## config.mk

```make
export PLATFORM = sky130hd
export DESIGN_NAME = trap_sequencer
export DESIGN_NICKNAME = d
export VERILOG_FILES = /design/src/hdl/csr_pkg.sv /design/src/hdl/trap_pkg.sv /design/src/hdl/trap_sequencer.sv
export SDC_FILE = /design/constraint.sdc
export NUM_CORES = 1
export LEC_CHECK = 0
export BUFFER_PORTS_ARGS = -buffer_cell sky130_fd_sc_hd__buf_2
export CAP_MARGIN = 20
export CORE_MARGIN = 2
export CORE_UTILIZATION = 43
export CTS_BUF_LIST = sky130_fd_sc_hd__clkbuf_16
export DETAILED_ROUTE_END_ITERATION = 6
export PLACE_DENSITY = 0.8
export SLEW_MARGIN = 20
export SYNTH_ARGS = -nofsm -noshare
export SYNTH_HDL_FRONTEND = slang
export SYNTH_SLANG_ARGS = --single-unit
```

## constraint.sdc

```tcl
create_clock -name clk -period 3.9 [get_ports clk]
set_input_delay 0.195 -clock clk [delete_from_list [all_inputs] [get_ports clk]]
set_output_delay 0.195 -clock clk [all_outputs]
set_load 0.02 [all_outputs]
```

## src/hdl/csr_pkg.sv

```systemverilog
`default_nettype none

package csr_pkg;

   // Machine word and CSR address
   typedef logic [31:0] xlen_t;
   typedef logic [11:0] csr_addr_t;

   // ========================================
   // Machine-mode CSR addresses
   // ========================================
   localparam csr_addr_t CSR_MSTATUS = 12'h300;
   localparam csr_addr_t CSR_MIE     = 12'h304;
   localparam csr_addr_t CSR_MTVEC   = 12'h305;
   localparam csr_addr_t CSR_MEPC    = 12'h341;
   localparam csr_addr_t CSR_MCAUSE  = 12'h342;
   localparam csr_addr_t CSR_MTVAL   = 12'h343;
   localparam csr_addr_t CSR_MIP     = 12'h344;

   // mstatus fields
   localparam int MSTATUS_MIE  = 3;
   localparam int MSTATUS_MPIE = 7;

   // mie / mip fields
   localparam int MIE_MTIE = 7;
   localparam int MIP_MTIP = 7;
   localparam int MIE_TAGE = 16;   // Tag mismatch enable, custom bit

   // ========================================
   // mcause codes
   // ========================================
   // Synchronous exceptions
   localparam xlen_t CAUSE_MISALIGNED = 32'h0000_0000;
   localparam xlen_t CAUSE_ILLEGAL    = 32'h0000_0002;
   localparam xlen_t CAUSE_BREAK      = 32'h0000_0003;
   localparam xlen_t CAUSE_ECALL      = 32'h0000_000b;

   // Interrupts, top bit set
   localparam xlen_t CAUSE_TIMER = 32'h8000_0007;
   localparam xlen_t CAUSE_TAG   = 32'h8000_0010;

endpackage

`default_nettype wire
```

## src/hdl/trap_pkg.sv

```systemverilog
`default_nettype none

package trap_pkg;

   // One CSR port access, valid for a single cycle
   typedef struct packed {
      logic                en;
      logic                we;
      csr_pkg::csr_addr_t  addr;
      csr_pkg::xlen_t      wdata;
   } csr_req_t;

   // Synchronous exception kinds reported by the core
   typedef enum logic [1:0] {
      ECALL,
      EBREAK,
      ILLEGAL,
      MISALIGNED
   } exc_kind_t;

   // funct3 of the SYSTEM CSR instructions
   typedef enum logic [2:0] {
      CSRRW  = 3'd1,
      CSRRS  = 3'd2,
      CSRRC  = 3'd3,
      CSRRWI = 3'd5,
      CSRRSI = 3'd6,
      CSRRCI = 3'd7
   } csr_op_t;

   typedef struct packed {
      logic                valid;
      csr_op_t             op;
      csr_pkg::csr_addr_t  addr;
      csr_pkg::xlen_t      rs1_val;
      logic [4:0]          zimm;
   } csr_cmd_t;

   // pc redirect pulse
   typedef struct packed {
      logic            valid;
      csr_pkg::xlen_t  target;
   } redirect_t;

endpackage

`default_nettype wire

```

## src/hdl/trap_sequencer.sv

```systemverilog
`timescale 1ns/10ps
`default_nettype none

module trap_sequencer (
   input  wire                       clk,
   input  wire                       reset,
   input  wire                       exc_valid_i,
   input  wire trap_pkg::exc_kind_t  exc_kind_i,
   input  wire csr_pkg::xlen_t       pc_i,
   input  wire                       timer_irq_i,
   input  wire                       tag_irq_i,
   input  wire                       irq_enable_i,
   input  wire                       timer_en_i,
   input  wire                       tag_en_i,
   input  wire csr_pkg::xlen_t       rdata_i,
   output trap_pkg::csr_req_t        csr_o,
   output trap_pkg::redirect_t       trap_o,
   output logic                      busy_o
);

   import csr_pkg::*;
   import trap_pkg::*;

   typedef enum logic [2:0] {IDLE, CAUSE, STATUS, EPC, TVAL, MIP, TVEC} state_t;

   state_t state_q, state_d;

   logic  timer_take;
   logic  tag_take;
   logic  accept;
   logic  timer_q;      // Trap taken for the timer
   xlen_t cause_d;
   xlen_t cause_q;
   xlen_t pc_q;
   xlen_t status_new;

   // Interrupts gated by the global and per-source enables
   assign timer_take = timer_irq_i & timer_en_i & irq_enable_i;
   assign tag_take   = tag_irq_i & tag_en_i & irq_enable_i;
   assign accept     = (state_q == IDLE) & (timer_take | tag_take | exc_valid_i);

   always_comb begin
      if (timer_take) begin
         cause_d = CAUSE_TIMER;
      end else if (tag_take) begin
         cause_d = CAUSE_TAG;
      end else begin
         case (exc_kind_i)
            ECALL:   cause_d = CAUSE_ECALL;
            EBREAK:  cause_d = CAUSE_BREAK;
            ILLEGAL: cause_d = CAUSE_ILLEGAL;
            default: cause_d = CAUSE_MISALIGNED;
         endcase
      end
   end

   always_ff @(posedge clk) begin
      if (reset) begin
         state_q <= IDLE;
         timer_q <= 1'b0;
      end else begin
         state_q <= state_d;
         if (accept) timer_q <= timer_take;
      end
   end

   always_ff @(posedge clk) begin
      if (accept) begin
         cause_q <= cause_d;
         pc_q    <= pc_i;
      end
   end

   // ========================================
   // Trap entry steps
   // ========================================
   always_comb begin
      state_d    = state_q;
      csr_o      = '0;
      trap_o     = '0;
      status_new = rdata_i;
      status_new[MSTATUS_MPIE] = rdata_i[MSTATUS_MIE];
      status_new[MSTATUS_MIE]  = 1'b0;

      case (state_q)
         IDLE: if (accept) state_d = CAUSE;
         CAUSE: begin
            csr_o   = '{en: 1'b1, we: 1'b1, addr: CSR_MCAUSE, wdata: cause_q};
            state_d = STATUS;
         end
         STATUS: begin
            csr_o   = '{en: 1'b1, we: 1'b1, addr: CSR_MSTATUS, wdata: status_new};
            state_d = EPC;
         end
         EPC: begin
            csr_o   = '{en: 1'b1, we: 1'b1, addr: CSR_MEPC, wdata: pc_q};
            state_d = TVAL;
         end
         TVAL: begin
            csr_o   = '{en: 1'b1, we: 1'b1, addr: CSR_MTVAL, wdata: pc_q};
            state_d = timer_q ? MIP : TVEC;
         end
         MIP: begin
            csr_o   = '{en: 1'b1, we: 1'b1, addr: CSR_MIP,
                        wdata: rdata_i | (xlen_t'(1) << MIP_MTIP)};
            state_d = TVEC;
         end
         TVEC: begin
            csr_o   = '{en: 1'b1, we: 1'b0, addr: CSR_MTVEC, wdata: '0};
            trap_o  = '{valid: 1'b1, target: rdata_i & ~xlen_t'(1)};
            state_d = IDLE;
         end
         default: state_d = IDLE;
      endcase
   end

   assign busy_o = (state_q != IDLE);

endmodule

`default_nettype wire

```

* Word-level counts from Yosys, hierarchy flattened
Index checks and enable logic that the tools add are counted.
** Operators by class
- Reductions and logical operators :: 4
- Bitwise logic cells :: 7
- Eq/ne operators :: 9
- Muxes and demuxes :: 7
** Operators by type and width (count)
- 46-bit case mux with 6 select lines :: 1
- 33-bit 2-to-1 mux :: 1
- 3-bit case mux with 6 select lines :: 1
- 4-bit case mux with 3 select lines :: 1
- 3-bit equality test, second input constant :: 3
- 3-bit by 2-bit equality test with 1-bit output, second input constant :: 2
- 1-bit AND :: 5
- 5-bit 2-to-1 mux :: 1
- 3-bit by 1-bit equality test with 1-bit output, second input constant :: 1
- 3-bit logical NOT :: 1
- 3-bit 2-to-1 mux :: 1
- 3-bit nonzero test :: 1
- 2-bit by 1-bit equality test with 1-bit output, second input constant :: 1
- 2-bit equality test, second input constant :: 1
- 2-bit logical NOT :: 1
- 2-bit 2-to-1 mux :: 1
- 2-bit inequality test, second input constant :: 1
- 1-bit bitwise OR :: 2
- 2-bit OR reduction :: 1
** Storage, ports and cells
- Register bits after elaboration :: 68

* Longest topological paths before layout
Gate-level depths: netlist of the first run.
- Depth in word-level cells :: 7
- Mapped depth :: 6
- Depth with buffers taken out :: 4

* Worst setup path before layout of the first run
OpenSTA, ideal clock, no wires.
- Kind :: register -> register
- From :: reg state_q[0]
- To :: reg cause_q[0] (enable)
- Cell stages (with the launch flop) :: 4
- Clock period less this slack :: 2.132 ns
- Arrival :: 1.734 ns
- Path slack :: 1.768 ns
- Data required time :: 3.502 ns
- Library setup time :: 0.398 ns
- Cells stage by stage :: dfxtp_1 > buf_4 > nor3_1 > o21a_1
** On the way
- Longest elaborated chain between the ends :: 2
** Ends and longest elaborated chain
- start: declaration :: RTL line trap_sequencer.sv:26 : state_t state_q, state_d;
- start signal: assignment :: RTL line trap_sequencer.sv:62 : state_q <= state_d;
- 3-bit logical NOT :: RTL line trap_sequencer.sv:40 : assign accept = (state_q == IDLE) & (timer_take | tag_take | exc_valid_i);
- 1-bit AND :: RTL line trap_sequencer.sv:40
- named net accept :: RTL line trap_sequencer.sv:30 : logic accept;
- end signal: assignment :: RTL line trap_sequencer.sv:69 : cause_q <= cause_d;
- end: declaration :: RTL line trap_sequencer.sv:33 : xlen_t cause_q;
The timed path passes the listed nets, and every way through them passes these cells.
A chain may end at the register's enable or synchronous reset.

==> results of run 1 <==
## cells by family after synthesis
logic type / after synthesis
flops: 42
other cells: 1
simple gates: 57
compound gates: 52
mux: 13
xor+xnor: 2
buf+inv: 28
## worst min-delay path by stage
stage | endpoint | slack (ns) | depth (start not counted)
final | pc_q[31]$_DFFE_PP_ | 0.09 | 1
after global routing | pc_q[11]$_DFFE_PP_ | 0.08 | 1
after CTS | pc_q[31]$_DFFE_PP_ | 0.09 | 1
after detailed placement | pc_q[11]$_DFFE_PP_ | 0.37 | 1
after global placement | pc_q[16]$_DFFE_PP_ | 0.37 | 1
after floorplan | state_q[1]$_SDFFE_PP0P_ | 0.26 | 1
## layer usage
metal / track usage [%] / share of wire [%] / vias to the layer above
li1: - / - / 975
met4: 3.75 / 0.54 / 0
met5: 0 / 0 / -
met2: 34.0 / 51 / 111
met1: 22.0 / 40 / 935
met3: 4.07 / 8.2 / 4
## per-stage QoR
stage                     hold WS [ns]  std cells
final                           0.0931        400
after detailed placement         0.373        393
after global placement           0.372        393
after global routing            0.0841        400
after floorplan                  0.264        201
after CTS                       0.0879        400
## registers in the layout (all words and copies together) (netlist names)
| signal | cells |
|---|---|
| cause_q | 6 |
| pc_q | 32 |
| state_q | 3 |
| timer_q | 1 |
## synthesized netlist by cell type (all sizes together)
cell | number | share of area [%]
a21o | 2 | 0.64
a21oi | 3 | 0.64
a22o | 26 | 9.7
a22oi | 7 | 2.2
a31oi | 1 | 0.27
and2 | 32 | 8.5
and2b | 1 | 0.32
and3 | 1 | 0.27
buf | 20 | 7.2
clkbuf | 4 | 0.64
conb | 1 | 0.16
dfxtp | 4 | 3.4
edfxtp | 38 | 49
inv | 4 | 0.64
mux2 | 6 | 2.9
mux2i | 7 | 3.5
nand2 | 4 | 0.64
nand2b | 2 | 1.2
nand3 | 1 | 0.21
nand3b | 1 | 0.32
nor2 | 6 | 1.1
nor2b | 2 | 0.53
nor3 | 4 | 0.85
o21a | 2 | 0.64
o21ai | 3 | 1.1
o21bai | 1 | 0.32
o22ai | 7 | 1.9
or2 | 3 | 0.80
xnor2 | 1 | 0.37
xor2 | 1 | 0.37
## layout make-up
type                    instances  area, µm²  area share (%)
flip-flops and latches         42       1220            38.9
multi-input cells             131        955            30.4
repair buffers                146        731            23.2
clock buffers                   5        125            3.98
well taps                      70       87.6            2.79
inverters                       4       15.0           0.478
clock inverters                 2       7.51           0.239
## power by group through the flow
stage / combinational [mW] / clock [mW] / sequential, mW
6_report: 0.344 / 0.368 / 0.598
5_1_grt: 0.370 / 0.404 / 0.605
4_1_cts: 0.348 / 0.380 / 0.597
3_5_place_dp: 0.347 / 0 / 0.607
3_3_place_gp: 0.340 / 0 / 0.604
2_1_floorplan: 0.270 / 0 / 0.581
==> results.cfg, run 1 <==
[timing]
tns_ns = 0
period_share_pct = 62.9
hold_viol = 0
min_period_ns = 2.45
rsz0062_at_grt = no
fmax_mhz = 408
worstMarginPinSlew_ns = 0.880
layout_setup_ws_ns = 1.45
slew_viol_final = 0
setup_violations = 0
slew-limit-headroom_pct = 41.3
fin_skew_ns = 0.00654

[clocking]
path_clk_slew_ns = 0.06
clk_latency_ns = 0.27
clk_path_buf_depth = 2
cts_root_buf = clkbuf_16
cts_tree = yes
cts_setup_buffers = 0
cts_resized = 0
hold_buffers = 0
numCtsBuffers = 5
cts_sinks = 42
htreeDepth = 2

[drt]
viasPerCell = 5.06
post_drt_wl_per_cell_um = 14.5
wl_um = 5780
dr.pass1.iters = 6
vias = 2025
drt_iter0_drc = 84
drc = 0
ant_nets = 0

[placed_design]
place_congestion = 0.733
post-place-ws_ns = 1.37
hpwlAfterDp_um = 4380
io_buffers = 146
place_area_um2 = 3000

[worst_hold_path]
min_path_type = in2reg
worstHoldStart = pc_i[31]

[critical_path]
path_cells = nand2b_4 > mux2i_4 > a22o_1 > buf_2
reg2regPathDepth = 2
setup.worst_path.end = csr_o[12]
crit_type = reg2out
cp_data_required_time_ns = 3.70
slowest_stage = dfxtp_1
cp-end-kind = output port
reg2reg_setup_slack_ns = 1.71
reg2reg_to = pc_q[5]$_DFFE_PP_
path_buf_inv = 1
crit_cells = 4
critPathLaunchType = flip-flop
slowest_delay_ns = 0.72
cp.arrival_ns = 2.26
critPathTopFamily = flip-flops
r2r_start = state_q[0]$_SDFFE_PP0P_
startpoint = state_q[1]$_SDFFE_PP0P_
crit_fanout = 25

[power]
p_sw_share_pct = 29.4
p_total_mw = 1.31
power.density_nw_per_um2 = 417
p_switching_uw = 385
leakagePower_nw = 1.55
p_comb_share_pct = 26.2
peakVddDrop_v = 0.000238
clockPowerShare_pct = 28.1
p_int_uw = 925
seq_power_share_pct = 45.7

[floorplanning]
initial_core_util_pct = 45.3
core_area_um2 = 5170
io_pins = 154
die-area_um2 = 6060
num_rows = 26
fp.dieW_um = 77.8
die_height_um = 77.8

[flow_run]
cap_viol_max_count = 0

[logic_synthesis]
ys_seq_area_share_pct = 52.1
ys_ff_latch = 42
synth_top_family_by_area = compound AO/OA/AOI/OAI gates
synth.avg_cell_area_um2 = 12.0
yosysUniqueCellTypes = 36
yosys.area_share.simple_pct = 14.7
syn_inst = 195
yosys_warnings = 0
synth-compound-area-share_pct = 17.4
synthAdderAreaFrac_pct = 0
synthMuxAreaShare_pct = 6.40
synth_xor_area_share_pct = 0.747
netlist_area_um2 = 2340

[cells_and_area]
fillerInstances = 455
final_cell_area_um2 = 3140
most-common-layout-cells = buf_2, edfxtp_1, and2_1
drive_gt1_share_pct = 50.3
antenna_cells = 0
area_delta_synth_final_pct = 34.0
mostFrequentLayoutCell = buf_2
fin_nets = 404
utilization_pct = 60.8

[global_route]
antenna_found_initial = 0
grt_pass1_wl_um = 8790
grt_overflow = 0
grt_pass1_vias = 1844
grt_max_degree = 39
grt_usage_pct = 18.5

[status]
status = finished clean
No activity file was read; power rests on OpenSTA's default activity.
==> run 2, diff against run 1 <==
Settings changed: CORE_UTILIZATION 43 to 38, PLACE_DENSITY 0.8 to 0.74.
Clock period 3.9 ns to 2.2 ns, I/O delays scaled along.
==> run 2 against run 1 <==
Net effect: setup slack got worse by 1.3 ns; critical path depth rose by 2; register-to-register slack got worse by 1.4 ns; routed wire length increased by 12%; combinational power rose by 110%; flip-flop and latch count is the same; power increased by 95%; design area is 10% higher; utilization fell by 2.7 points; via count increased by 5.8%; largest cell class unchanged.
==> results.cfg, run 2 (synthesized netlist as in run 1, its figures left out) <==
[cells_and_area]
mostFrequentLayoutCell = buf_2
antenna_cells = 0
multi_input_area_um2 = 997
most-common-layout-cells = buf_2, edfxtp_1, and2_1
fillerInstances = 532
reg.largest.list = pc_q (32), cause_q (6), state_q (3)
largest_register_ffs = 32
layout.cells.non_filler = 432
regMostFlops = pc_q
drive_gt1_share_pct = 49.3
seq_area_um2 = 1220
fin_nets = 431
area_delta_synth_final_pct = 47.5

[clocking]
numCtsBuffers = 5
cts_root_buf = clkbuf_16
path_clk_slew_ns = 0.06
clk_latency_ns = 0.28
clk_path_buf_depth = 2
cts_tree = yes
htreeDepth = 2
cts_sinks = 42

[power]
p_comb_share_pct = 28.1
p_switching_uw = 742
clockPowerShare_pct = 31.3
seq_power_share_pct = 40.6
leakagePower_nw = 1.68
p_int_mw = 1.81
power.density_nw_per_um2 = 737
p_total_mw = 2.55
peakVddDrop_v = 0.000539
p_sw_share_pct = 29.1

[critical_path]
crit_fanout = 27
r2r_start = state_q[0]$_SDFFE_PP0P_
reg2reg_to = pc_q[22]$_DFFE_PP_
reg2regPathDepth = 4
crit_type = reg2out
reg2reg_setup_slack_ns = 0.36
startpoint = state_q[0]$_SDFFE_PP0P_
path_cells = buf_8 > nand3b_1 > buf_4 > o21ai_4 > a22o_1 > buf_2
slowest_delay_ns = 0.53
slowest_stage = dfxtp_1
cp-end-kind = output port
critPathLaunchType = flip-flop
cp.arrival_ns = 1.97
cp_data_required_time_ns = 2.09

[global_route]
grt_pass1_wl_um = 8270
grt_pass1_vias = 1808
grt_max_degree = 39
antenna_found_initial = 0
grt_overflow = 0
grt_usage_pct = 16.5

[worst_hold_path]
hold_end = pc_q[28]$_DFFE_PP_
worstHoldStart = pc_i[28]
hold_depth = 1
min_path_type = in2reg

[timing]
setup_violations = 0
fin_skew_ns = 0.00253
hold_viol = 0
min_period_ns = 2.08
slew-limit-headroom_pct = 65.3
slew_viol_final = 0
period_share_pct = 94.5
fin_hold_ws_ns = 0.00416
tns_ns = 0
rsz0062_at_grt = no
fmax_mhz = 481
worstMarginPinSlew_ns = 0.510

[drt]
vias = 2143
drc = 0
wl_um = 6500
ant_nets = 0
dr.pass1.iters = 4
viasPerCell = 4.96
post_drt_wl_per_cell_um = 15.0
drt_iter0_drc = 71

[floorplanning]
die_height_um = 82.6
fp.dieW_um = 82.6
initial_core_util_pct = 39.4
io_pins = 154
num_rows = 28
core_area_um2 = 5960
die-area_um2 = 6810

[flow_run]
cap_viol_max_count = 0

[status]
status = finished clean

[placed_design]
dp_cells = 404
io_buffers = 146
place_congestion = 0.763
hpwlAfterDp_um = 4450
run 2: worst max path at each step:
stage	depth (start not counted)	slack, ns	end
finish	6	0.12	csr_o[23]
global route	5	0.03	csr_o[4]
CTS	4	0.04	csr_o[27]
detailed placement	4	0.35	csr_o[27]
global placement	4	0.43	csr_o[25]
floorplan	3	0.07	cause_q[0]$_SDFFCE_PP1P_
run 2: through the flow:
| stage | instance area [µm²] | util, % | setup WS [ns] |
|---|---|---|---|
| 4_1_cts | 3310 | 55.5 | 0.0440 |
| 5_1_grt | 3460 | 58.1 | 0.0286 |
| 3_5_place_dp | 3070 | 51.5 | 0.349 |
| 6_report | 3460 | 58.1 | 0.121 |
| 3_3_place_gp | 3070 | 51.5 | 0.430 |
| 2_1_floorplan | 2370 | - | 0.0683 |
run 2: cell type report:
type,count,area share [%]
clock buffer,5,3.62
clock inverter,2,0.976
inverter,4,0.434
multi-input combinational,134,28.8
sequential,42,35.3
tap,75,2.71
timing repair buffer,170,28.1
run 2: routing by layer:
layer	global-route usage (%)	part of all wire [%]
met5	0	0
met4	5.08	1.7
met3	4.13	6.7
met2	31.2	49
met1	17.9	42
run 2: timing repair:
item | in CTS | in global routing
buffers inserted | 0 | 1
gates resized for setup | 0 | 4
hold buffers | 8 | 9
endpoints found under the setup margin | 0 | 25
endpoints found under the hold margin | 8 | 9
run 2: power by group through the flow:
stage	clock, mW	sequential (mW)	combinational (mW)
floorplan	0	1.03	0.479
global placement	0	1.04	0.657
detailed placement	0	1.05	0.666
CTS	0.809	1.03	0.678
global route	0.854	1.04	0.777
finish	0.799	1.03	0.715
run 2: critical path, delay by kind of cell (launching register included):
kind | cells | cell delay (ns)
AOI/OAI and AO/OA | 2 | 0.40
buffers and inverters | 3 | 0.64
and+or+nand+nor | 1 | 0.11
DFF | 1 | 0.53
==> run 3, diff against run 2 <==
Settings changed: REMOVE_ABC_BUFFERS from default to 1.
==> run 3 against run 2 <==
Net effect: global-route usage increased by 0.39 points; clock skew increased by 0.00089 ns; clock power decreased by 1%; via count decreased by 5.3%; routed wire length decreased by 9.2%; first-iteration DRC count increased by 2.8%; setup slack improved by 0.022 ns; critical path type unchanged; largest power group unchanged.
==> results.cfg, run 3 (synthesized netlist as in run 1, its figures left out) <==
[global_route]
grt_pass1_vias = 1853
grt_usage_pct = 16.9
grt_max_degree = 27
grt_overflow = 0
grt_pass1_wl_um = 8680
antenna_found_initial = 0

[power]
peakVddDrop_v = 0.000354
p_total_mw = 2.50
power.density_nw_per_um2 = 758
leakagePower_nw = 1.63

[cells_and_area]
mostFrequentLayoutCell = buf_2
multi_input_area_um2 = 950
seq_area_um2 = 1220
reg.largest.list = pc_q (32), cause_q (6), state_q (3)
fin_nets = 417
area_delta_synth_final_pct = 40.6
regMostFlops = pc_q
final_cell_area_um2 = 3300
fillerInstances = 548
drive_gt1_share_pct = 50.6
most-common-layout-cells = buf_2, edfxtp_1, and2_1
largest_register_ffs = 32
layout.cells.non_filler = 419
antenna_cells = 0

[drt]
ant_nets = 0
wl_um = 5900
drc = 0
vias = 2029
viasPerCell = 4.84
drt_iter0_drc = 73
dr.pass1.iters = 4
post_drt_wl_per_cell_um = 14.1

[placed_design]
dp_cells = 406
place_area_um2 = 3080
place_congestion = 0.820
post-place-ws_ns = 0.439
io_buffers = 146
hpwlAfterDp_um = 4590

[floorplanning]
core_area_um2 = 5960
num_rows = 28
fp.dieW_um = 82.6
die-area_um2 = 6810
die_height_um = 82.6
initial_core_util_pct = 39.4
io_pins = 154

[timing]
min_period_ns = 2.06
setup_violations = 0
layout_setup_ws_ns = 0.143
period_share_pct = 93.5
rsz0062_at_grt = no
fin_hold_ws_ns = 0.00837
fin_skew_ns = 0.00342
fmax_mhz = 486
slew_viol_final = 0
slew-limit-headroom_pct = 47.0
hold_viol = 0
worstMarginPinSlew_ns = 0.779

[critical_path]
cp.arrival_ns = 1.95
critPathLaunchType = flip-flop
r2r_start = state_q[2]$_SDFFE_PP0P_
crit_fanout = 25
cp-end-kind = output port
crit_type = reg2out
cp_data_required_time_ns = 2.09
startpoint = state_q[2]$_SDFFE_PP0P_

[clocking]
numCtsBuffers = 5
cts_sinks = 42
path_clk_slew_ns = 0.06
htreeDepth = 2
clk_latency_ns = 0.27
cts_tree = yes
cts_root_buf = clkbuf_16
clk_path_buf_depth = 2

[status]
status = finished clean

[worst_hold_path]
worstHoldStart = pc_i[1]
min_path_type = in2reg

[flow_run]
cap_viol_max_count = 0
run 3: timing repair:
action                    4_1_cts  5_1_grt
setup buffers                   0        0
hold endpoints to repair        4        1
resized for setup               0        0
hold buffers                    4        1
run 3: through the flow:
stage	TNS (ns)	util [%]
after floorplan	-8.74	-
after global placement	0	51.8
after detailed placement	0	51.8
after CTS	0	55.2
after global routing	0	55.3
final	0	55.3
run 3: worst paths after layout:
path / depth (start not counted) / endpoint / slack [ns]
setup / recovery: 4 / csr_o[12] / 0.14
setup reg to reg: 4 / pc_q[6]$_DFFE_PP_ / 0.43
hold reg to reg: 1 / state_q[0]$_SDFFE_PP0P_ / 0.53
hold / removal: 1 / pc_q[1]$_DFFE_PP_ / 0.008
run 3: worst max-delay path, stage by stage (launching register included):
cell,delay [ns]
dfxtp_1,0.39
nand2b_4,0.23
mux2i_4,0.64
a22o_1,0.23
buf_2,0.17
run 3: layer usage:
layer,share of wire [%],global-route usage [%],vias to the layer above
met5,0,0,-
met3,6.3,3.15,9
met2,52,28.8,82
li1,-,-,1003
met4,1.7,6.39,0
met1,40,21.2,935
run 3: final cells by class:
| type | instances | area share (%) |
|---|---|---|
| clock buffer | 5 | 3.80 |
| inverter | 4 | 0.456 |
| timing repair buffer | 159 | 25.9 |
| tap | 75 | 2.85 |
| sequential | 42 | 37.1 |
| multi-input combinational | 131 | 28.8 |
| clock inverter | 3 | 1.14 |
run 3: where the power goes:
part | internal, mW | leakage (nW) | total [mW] | switching, mW
combinational | 0.275 | 1.15 | 0.679 | 0.403
sequential | 0.989 | 0.398 | 1.03 | 0.0414
clock | 0.526 | 0.0864 | 0.789 | 0.263
total | 1.79 | 1.63 | 2.50 | 0.707
